[config.mk]
export PLATFORM = sky130hd
export DESIGN_NAME = rob_core_top
export DESIGN_NICKNAME = d
export VERILOG_FILES = /design/src/design/rob_pkg.sv /design/src/design/dispatch_unit.sv /design/src/design/exec_cluster.sv /design/src/design/reorder_buffer.sv /design/src/design/rob_core_top.sv
export SDC_FILE = /design/constraint.sdc
export NUM_CORES = 2
export LEC_CHECK = 0
export BUFFER_PORTS_ARGS = -buffer_cell sky130_fd_sc_hd__buf_4
export CAP_MARGIN = 20
export CORE_MARGIN = 5
export CORE_UTILIZATION = 55
export CTS_CLUSTER_DIAMETER = 150
export CTS_CLUSTER_SIZE = 10
export DETAILED_ROUTE_END_ITERATION = 8
export MAX_ROUTING_LAYER = met4
export PLACE_DENSITY_LB_ADDON = 0.08
export SETUP_SLACK_MARGIN = 0.1
export SYNTH_ARGS = -nofsm -noshare
export SYNTH_HDL_FRONTEND = slang
export SYNTH_SLANG_ARGS = --single-unit
[constraint.sdc]
create_clock -name clk -period 20.3 [get_ports clk]
set_clock_uncertainty 0.2 [all_clocks]
set_input_delay 2.03 -clock clk [delete_from_list [all_inputs] [get_ports clk]]
set_output_delay 2.03 -clock clk [all_outputs]
set_load 0.05 [all_outputs]
[src/design/rob_pkg.sv]
package rob_pkg;

    localparam int ROB_SIZE    = 8;
    localparam int QUEUE_DEPTH = 4;   // also the sender's starting credits
    localparam int MUL_STAGES  = 3;

    typedef logic [31:0] xlen_t;
    typedef logic [4:0]  reg_addr_t;
    typedef logic [2:0]  rob_tag_t;
    typedef logic [3:0]  rob_cnt_t;     // 0 .. ROB_SIZE
    typedef logic [2:0]  credit_cnt_t;  // 0 .. QUEUE_DEPTH

    typedef enum logic [1:0] {
        OP_ADD = 2'd0,
        OP_MUL = 2'd1,
        OP_BR  = 2'd2
    } op_t;

    typedef struct packed {
        op_t       op;
        reg_addr_t dst;
        xlen_t     src_a;
        xlen_t     src_b;
    } instr_t;

    typedef struct packed {
        instr_t   instr;
        rob_tag_t tag;
    } issue_t;

    // one result beat on the common data bus
    typedef struct packed {
        logic     valid;
        rob_tag_t tag;
        xlen_t    result;
        logic     mispredict;
    } cdb_t;

    typedef struct packed {
        logic      valid;
        logic      ready;       // result has come back from the bus
        logic      mispredict;
        reg_addr_t dst;
        xlen_t     data;
    } rob_entry_t;

    typedef struct packed {
        reg_addr_t dst;
        xlen_t     data;
    } commit_t;

endpackage

[src/design/dispatch_unit.sv]
`timescale 1ns/100ps

module dispatch_unit (
    input  logic               clk,
    input  logic               rst_n,
    input  logic               in_valid,
    input  rob_pkg::instr_t    in_instr,
    output logic               credit_return,
    input  logic               rob_full,
    input  rob_pkg::rob_tag_t  alloc_tag,
    output logic               dispatch,
    output rob_pkg::reg_addr_t dispatch_dst,
    input  logic               exec_ready,
    output logic               issue_valid,
    output rob_pkg::issue_t    issue,
    input  logic               flush
);
    import rob_pkg::*;

    instr_t                           q_mem [QUEUE_DEPTH];
    logic [$clog2(QUEUE_DEPTH)-1:0]   head_q;
    logic [$clog2(QUEUE_DEPTH)-1:0]   tail_q;
    credit_cnt_t                      count_q;
    logic                             push;
    logic                             pop;
    instr_t                           head_instr;

    // sender only drives in_valid while holding a credit, so no full check here
    assign push = in_valid && !flush;

    // pop needs a slot in the ROB and a free execution lane in the same cycle
    assign pop = (count_q != '0) && !rob_full && exec_ready && !flush;

    assign head_instr = q_mem[head_q];

    assign dispatch     = pop;
    assign dispatch_dst = head_instr.dst;
    assign issue_valid  = pop;

    always_comb begin
        issue.instr = head_instr;
        issue.tag   = alloc_tag;   // tag comes straight back from the ROB tail
    end

    always_ff @(posedge clk) begin
        if (push) begin
            q_mem[tail_q] <= in_instr;
        end
    end

    always_ff @(posedge clk) begin
        if (!rst_n || flush) begin
            head_q  <= '0;
            tail_q  <= '0;
            count_q <= '0;
        end else begin
            if (push) begin
                tail_q <= tail_q + 1'b1;   // wraps at QUEUE_DEPTH
            end
            if (pop) begin
                head_q <= head_q + 1'b1;
            end
            count_q <= count_q + credit_cnt_t'(push) - credit_cnt_t'(pop);
        end
    end

    // one credit back per popped slot, a cycle after the pop
    always_ff @(posedge clk) begin
        if (!rst_n) begin
            credit_return <= 1'b0;
        end else begin
            credit_return <= pop;
        end
    end

endmodule

[src/design/exec_cluster.sv]
`timescale 1ns/100ps

module exec_cluster (
    input  logic            clk,
    input  logic            rst_n,
    input  logic            issue_valid,
    input  rob_pkg::issue_t issue,
    output logic            exec_ready,
    output rob_pkg::cdb_t   cdb,
    input  logic            flush
);
    import rob_pkg::*;

    cdb_t  alu_q;
    cdb_t  alu_d;
    cdb_t  mul_q [MUL_STAGES];
    logic  mul_win;
    logic  alu_load;
    logic  mul_load;
    xlen_t product;

    // multiply lane has priority on the bus
    assign mul_win = mul_q[MUL_STAGES-1].valid;

    // ALU result blocked by a multiply, hold it and stall dispatch
    assign exec_ready = !(alu_q.valid && mul_win);

    assign alu_load = issue_valid && (issue.instr.op != OP_MUL);
    assign mul_load = issue_valid && (issue.instr.op == OP_MUL);
    assign product  = issue.instr.src_a * issue.instr.src_b;   // low 32 bits

    always_comb begin
        alu_d.valid      = alu_load;
        alu_d.tag        = issue.tag;
        alu_d.mispredict = 1'b0;
        case (issue.instr.op)
            OP_BR: begin
                alu_d.result     = issue.instr.src_a;
                alu_d.mispredict = (issue.instr.src_a != issue.instr.src_b);
            end
            default: begin
                alu_d.result = issue.instr.src_a + issue.instr.src_b;
            end
        endcase
    end

    always_ff @(posedge clk) begin
        if (!rst_n || flush) begin
            alu_q.valid <= 1'b0;
        end else if (exec_ready) begin
            alu_q <= alu_d;   // either drained this cycle or was empty
        end
    end

    always_ff @(posedge clk) begin
        if (!rst_n || flush) begin
            for (int i = 0; i < MUL_STAGES; i++) begin
                mul_q[i].valid <= 1'b0;
            end
        end else begin
            mul_q[0].valid      <= mul_load;
            mul_q[0].tag        <= issue.tag;
            mul_q[0].result     <= product;
            mul_q[0].mispredict <= 1'b0;
            for (int i = 1; i < MUL_STAGES; i++) begin
                mul_q[i] <= mul_q[i-1];
            end
        end
    end

    assign cdb = mul_win ? mul_q[MUL_STAGES-1] : alu_q;

endmodule

[src/design/reorder_buffer.sv]
`timescale 1ns/100ps

module reorder_buffer (
    input  logic               clk,
    input  logic               rst_n,
    input  logic               dispatch,
    input  rob_pkg::reg_addr_t dispatch_dst,
    output rob_pkg::rob_tag_t  alloc_tag,
    output logic               rob_full,
    input  rob_pkg::cdb_t      cdb,
    output logic               wb_en,
    output rob_pkg::commit_t   wb,
    output logic               flush
);
    import rob_pkg::*;

    rob_entry_t rob_q [ROB_SIZE];
    rob_tag_t   head_q;
    rob_tag_t   tail_q;
    rob_cnt_t   count_q;
    rob_entry_t head_entry;
    logic       commit;

    assign head_entry = rob_q[head_q];

    assign alloc_tag = tail_q;
    assign rob_full  = (count_q == rob_cnt_t'(ROB_SIZE));   // count avoids head == tail ambiguity

    assign commit = head_entry.valid && head_entry.ready;
    assign wb_en  = commit;
    assign flush  = commit && head_entry.mispredict;

    always_comb begin
        wb.dst  = head_entry.dst;
        wb.data = head_entry.data;
    end

    always_ff @(posedge clk) begin
        if (!rst_n || flush) begin
            head_q  <= '0;
            tail_q  <= '0;
            count_q <= '0;
            for (int i = 0; i < ROB_SIZE; i++) begin
                rob_q[i].valid <= 1'b0;
                rob_q[i].ready <= 1'b0;
            end
        end else begin
            // new entry waits at the tail for its result
            if (dispatch) begin
                rob_q[tail_q].valid      <= 1'b1;
                rob_q[tail_q].ready      <= 1'b0;
                rob_q[tail_q].mispredict <= 1'b0;
                rob_q[tail_q].dst        <= dispatch_dst;
                tail_q                   <= tail_q + 1'b1;
            end

            if (cdb.valid) begin
                rob_q[cdb.tag].data       <= cdb.result;
                rob_q[cdb.tag].mispredict <= cdb.mispredict;
                rob_q[cdb.tag].ready      <= 1'b1;
            end

            // retire head in program order
            if (commit) begin
                rob_q[head_q].valid <= 1'b0;
                head_q              <= head_q + 1'b1;
            end

            count_q <= count_q + rob_cnt_t'(dispatch) - rob_cnt_t'(commit);
        end
    end

endmodule

[src/design/rob_core_top.sv]
`timescale 1ns/100ps

module rob_core_top (
    input  logic             clk,
    input  logic             rst_n,
    input  logic             in_valid,
    input  rob_pkg::instr_t  in_instr,
    output logic             credit_return,
    output logic             wb_en,
    output rob_pkg::commit_t wb,
    output logic             flush
);
    import rob_pkg::*;

    logic      rob_full;
    rob_tag_t  alloc_tag;
    logic      dispatch;
    reg_addr_t dispatch_dst;
    logic      exec_ready;
    logic      issue_valid;
    issue_t    issue;
    cdb_t      cdb;

    dispatch_unit u_dispatch_unit (
        .clk           (clk),
        .rst_n         (rst_n),
        .in_valid      (in_valid),
        .in_instr      (in_instr),
        .credit_return (credit_return),
        .rob_full      (rob_full),
        .alloc_tag     (alloc_tag),
        .dispatch      (dispatch),
        .dispatch_dst  (dispatch_dst),
        .exec_ready    (exec_ready),
        .issue_valid   (issue_valid),
        .issue         (issue),
        .flush         (flush)
    );

    exec_cluster u_exec_cluster (
        .clk         (clk),
        .rst_n       (rst_n),
        .issue_valid (issue_valid),
        .issue       (issue),
        .exec_ready  (exec_ready),
        .cdb         (cdb),
        .flush       (flush)
    );

    // flush originates here and clears the queue and both lanes
    reorder_buffer u_reorder_buffer (
        .clk          (clk),
        .rst_n        (rst_n),
        .dispatch     (dispatch),
        .dispatch_dst (dispatch_dst),
        .alloc_tag    (alloc_tag),
        .rob_full     (rob_full),
        .cdb          (cdb),
        .wb_en        (wb_en),
        .wb           (wb),
        .flush        (flush)
    );

endmodule

* Yosys cells after proc, flatten, opt, wreduce, memory -nomap -nowiden *
Memory sizes are Yosys's and may differ from the RTL's. A register that Yosys moved wholly into a read port is not among the register bits.
Index checks and enable logic that the tools add are counted.
Widths: inputs -> output; s select.

word-level totals
  bits in registers = 55
  RAM bits = 715
  input port bits = 74
  output and inout bits = 40
  logic and storage cells = 85
  memories kept = 3

cells by class
  $add $sub $neg = 9
  multiply operators = 1
  eq/ne operators = 5
  muxes and demuxes = 32
  bitwise gates (word level) = 5
  reduce and logical (&&, ||, !) cells = 19

memories
  name                    depth  width  read ports  clocked after Yosys merged registers in  write ports  RTL line              RTL
  u_reorder_buffer.rob_q  8      40     1           1                                        8            reorder_buffer.sv:17  rob_entry_t rob_q [ROB_SIZE];
  u_dispatch_unit.q_mem   4      71     1           1                                        1            dispatch_unit.sv:20   instr_t q_mem [QUEUE_DEPTH];
  u_exec_cluster.mul_q    3      37     3           0                                        3            exec_cluster.sv:16    cdb_t mul_q [MUL_STAGES];

operators by type and width
  cell                 count
  $mux 40              3
  $reduce_or 40->1     3
  $mux 37              1
  $add 32x32->32       1
  $mul 32x32->32       1
  $mux 32              1
  $ne 32x32->1         1
  $mux 3               7
  $mux 1               17
  $logic_and 1x1->1    9
  $add 3x1->3 const B  2
  $add 2x1->2 const B  2
  $add 4x1->4          1
  $eq 4x4->1 const B   1
  $logic_not 1->1      4
  $mux 2               2
  $mux 4               1
  $sub 4x1->4          1
  $add 3x1->3          1
  $or 1x1->1           3
  $reduce_bool 3->1    1
  $sub 3x1->3          1
  $eq 2x1->1 const B   1
  $eq 2x2->1 const B   1
  4 further kinds      5

* Logic depth before layout (Yosys ltp) *
  depth in word-level cells = 10
  depth in mapped cells = 34
  mapped depth without buffers = 30

* Modules after synthesis *
A second synthesis with hierarchy kept.

second synthesis, totals
  cells, all modules = 3413
  area total of the unflattened synthesis = 46706.0 µm²

by module, submodules not included
  module          times used  cells an instance  area each (µm²)  sequential area each (µm²)
  exec_cluster    1           2334               22839.4          4314.1
  reorder_buffer  1           647                12972.4          9709.3
  dispatch_unit   1           432                10894.2          8728.4

* Worst setup path before layout *
OpenSTA, ideal clock, no wires.

  path kind = register to register
  start = register (tool-made name)
  end = memory u_exec_cluster.mul_q[0][30] (netlist bit), data pin
  library setup time = 0.266 ns
  arrival = 7.350 ns
  setup slack = 12.484 ns
  stages on the path, launching flop included = 33
  buffers on the path = 5
  period minus slack after synthesis = 7.816 ns
  path through = dfxtp_1 -> buf_6 -> buf_6 -> buf_4 -> mux2i_1 -> nand2_1 -> o21ai_1 -> clkbuf_1 -> buf_1 -> nor2_1 -> fa_1 -> inv_1 -> fa_1 -> fa_1 -> fa_1 -> inv_1 -> fa_1 -> inv_1 -> fa_1 -> inv_1 -> fa_1 -> fa_1 -> ha_1 -> a21oi_1 -> nor2b_1 -> o21ai_0 -> nand2_1 -> a31o_2 -> a21o_1 -> a21oi_1 -> o21ai_0 -> xnor2_1 -> nor2_1

RTL lines
  element           RTL line
  end: declaration  exec_cluster.sv:16

==> flow_metrics.py <==
metrics = {
    "status": {
        "status": "complete, no violations",
    },
    "finish": {
        "nFillCells": 6459,
        "layout_commonest_cell": "edfxtp_1",
        "final_cell_mix": "729 x edfxtp_1, 438 x inv_1, 411 x fa_1",
        "drive_gt1_frac": 0.148,
        "syn_to_final_growth_pct": 9.57,
        "num-nets-final": 4252,
        "multiInputGateArea_um2": 21200,
        "seq_area_um2": 22800,
    },
    "clock_network": {
        "root_buffer": "clkbuf_16",
        "cts_resized": 0,
        "cts_hold_buffers": 0,
        "post_cts.repair.setup_buffers": 0,
        "cts.clk_slew.worst_paths_ns": 0.06,
        "insertion_delay_ns": 0.66,
        "cts_tree": "yes",
        "cts_max_level": 3,
        "cts_made_buffers": 87,
        "cts.path.max_buffers": 3,
        "clock_sinks": 772,
    },
    "floorplan": {
        "design.core.area_um2": 83700,
        "fp.dieH_um": 301,
        "dieWidth_um": 301,
        "rows": 106,
        "dieArea_um2": 90300,
        "initial_utilization": 0.555,
        "io_pins": 114,
    },
    "global_routing": {
        "grt_antenna_before_repair": 2,
        "grt_pass1_wl_mm": 183,
        "grt_max_degree": 82,
        "grt_pass1_vias": 29800,
        "grt_use_total": 0.278,
        "gr-total-overflow": 0,
    },
    "worst_setup_path": {
        "cp_top_family": "adder cells",
        "crit_required_ns": 20.46,
        "crit_path_top_delay_cell": "buf_4",
        "start_kind": "flip-flop",
        "cp_max_fo": 50,
        "max_stage_delay_ns": 0.78,
        "crit_top_cell": "fa_1",
        "cp-end-kind": "flip-flop",
        "cp_num_buf_inv": 7,
        "crit_arrival_ns": 10.78,
        "crit_type": "reg2reg",
    },
    "hold_path": {
        "min_path_type": "reg2reg",
    },
    "placement": {
        "dp_hpwl_mm": 84.0,
        "place_ws_ns": 9.77,
        "port_buffers": 113,
        "gp_congestion": 0.983,
    },
    "logic_synthesis": {
        "syn_inst": 3516,
        "postSynthAreaPerCell_um2": 13.2,
        "synthesis.area_um2": 46400,
        "synth-edff-count": 729,
        "ys_ff_latch": 772,
        "synthArstFlopShare": 0,
        "synth-seq-area-share": 0.490,
        "yosysWarnings": 0,
        "synth_nets": 4168,
        "ys.flop_type": "edfxtp_1",
        "synth_cell_type_count": 72,
    },
    "routing": {
        "m1WireLength_mm": 47.3,
        "drt-vias-per-instance": 5.79,
        "wl_per_cell_um": 24.9,
        "vias": 27600,
        "top_layer": "met4",
        "antenna_left": 0,
        "met2_length_mm": 59.0,
        "drcViolationCount": 0,
        "totalWireLength_mm": 119,
        "first_iter_violations": 2090,
        "wl_met3_mm": 7.69,
        "drtPass1Iterations": 6,
    },
    "sta": {
        "setup_slack_ns": 9.69,
        "worst_slew_pin_slew_ns": 1.09,
        "fmax_mhz": 94.2,
        "rsz0062_at_grt": "no",
        "maxSlewViolCount": 0,
        "fin_crit_sh": 0.523,
        "period_minus_slack_ns": 10.61,
        "relSlewSlack": 0.266,
        "fin_tns_setup_ns": 0,
        "finalHoldViolations": 0,
        "setup_viol_count_final": 0,
    },
    "job": {
        "cap_violations": 0,
    },
}
-- final cells by class --
class	instances	area share
Sequential cell	772	0.447
Multi-Input combinational cell	2108	0.418
Clock buffer	114	0.0448
Inverter	471	0.0348
Tap cell	1134	0.0279
Timing Repair Buffer	160	0.0236
Clock inverter	8	0.00384
Antenna cell	1	0.0000492
-- flip-flops by register name, summed over array words and instances, names as in the netlist, named ones only --
register	flops
u_dispatch_unit.head_q	2
u_dispatch_unit.credit_return	1
u_dispatch_unit.q_mem	284
u_dispatch_unit.count_q	3
u_reorder_buffer.rob_q	320
u_dispatch_unit.tail_q	2
u_reorder_buffer.head_q	3
u_reorder_buffer.alloc_tag	3
u_exec_cluster.mul_q	108
u_exec_cluster.alu_q	37
u_reorder_buffer.count_q	4
-- cells in the mapped netlist, types with 16 or more instances --
cell type / count / share of area
edfxtp_1: 729 / 0.47
inv_1: 438 / 0.035
fa_1: 411 / 0.18
nand2_1: 345 / 0.028
nor2_1: 301 / 0.024
ha_1: 167 / 0.045
clkbuf_1: 122 / 0.0099
mux4_2: 113 / 0.055
and3_1: 92 / 0.012
xnor2_1: 81 / 0.015
mux2_2: 80 / 0.019
and2_1: 77 / 0.010
a21oi_1: 61 / 0.0066
dfxtp_1: 43 / 0.019
o21ai_0: 42 / 0.0045
xor2_1: 40 / 0.0075
mux2i_1: 37 / 0.0080
inv_2: 31 / 0.0025
a21o_1: 24 / 0.0039
nand3_1: 23 / 0.0025
mux2_1: 22 / 0.0053
o21ai_1: 18 / 0.0019
nand2b_1: 16 / 0.0022
-- metrics by stage --
| step | hold WS [ns] | util | instances | cell area, µm² |
|---|---|---|---|---|
| floorplan | 0.206 | - | 3516 | 46400 |
| global route | 0.268 | 0.608 | 4768 | 50900 |
| detailed placement | 0.246 | 0.578 | 4645 | 48400 |
| CTS | 0.262 | 0.608 | 4767 | 50900 |
| finish | 0.261 | 0.608 | 4768 | 50900 |
| global placement | 0.246 | 0.578 | 4645 | 48400 |
-- path summary, 6_finish.rpt --
| check | startpoint | endpoint | depth (start not counted) | slack, ns |
|---|---|---|---|---|
| min | u_exec_cluster.mul_q[0][36] | u_exec_cluster.mul_q[0][73] | 1 | 0.26 |
| max reg2reg | flip-flop | u_exec_cluster.mul_q[0][26] | 29 | 9.69 |
| max | flip-flop | u_exec_cluster.mul_q[0][26] | 29 | 9.69 |
| min reg2reg | u_exec_cluster.mul_q[0][36] | u_exec_cluster.mul_q[0][73] | 1 | 0.26 |
-- logic make-up after synthesis --
family                   after synthesis  share of synthesized area
XOR/XNOR                             123                     0.0235
AND/OR/NAND/NOR                      918                     0.0882
AO/OA/AOI/OAI                        234                     0.0340
buffers and inverters                636                     0.0536
flip-flops                           772                      0.490
multiplexers                         255                     0.0885
adder cells (fa/ha/maj)              578                      0.222
-- routing by layer --
| metal | up-vias | GRT usage |
|---|---|---|
| met5 | - | - |
| met4 | 0 | 0.0957 |
| met3 | 292 | 0.0458 |
| met2 | 992 | 0.460 |
| met1 | 14300 | 0.353 |
| li1 | 12100 | - |
Power is left out: the tool's default activity adds up to more than one toggle a clock period on the data nets, which glitch-free logic cannot reach.
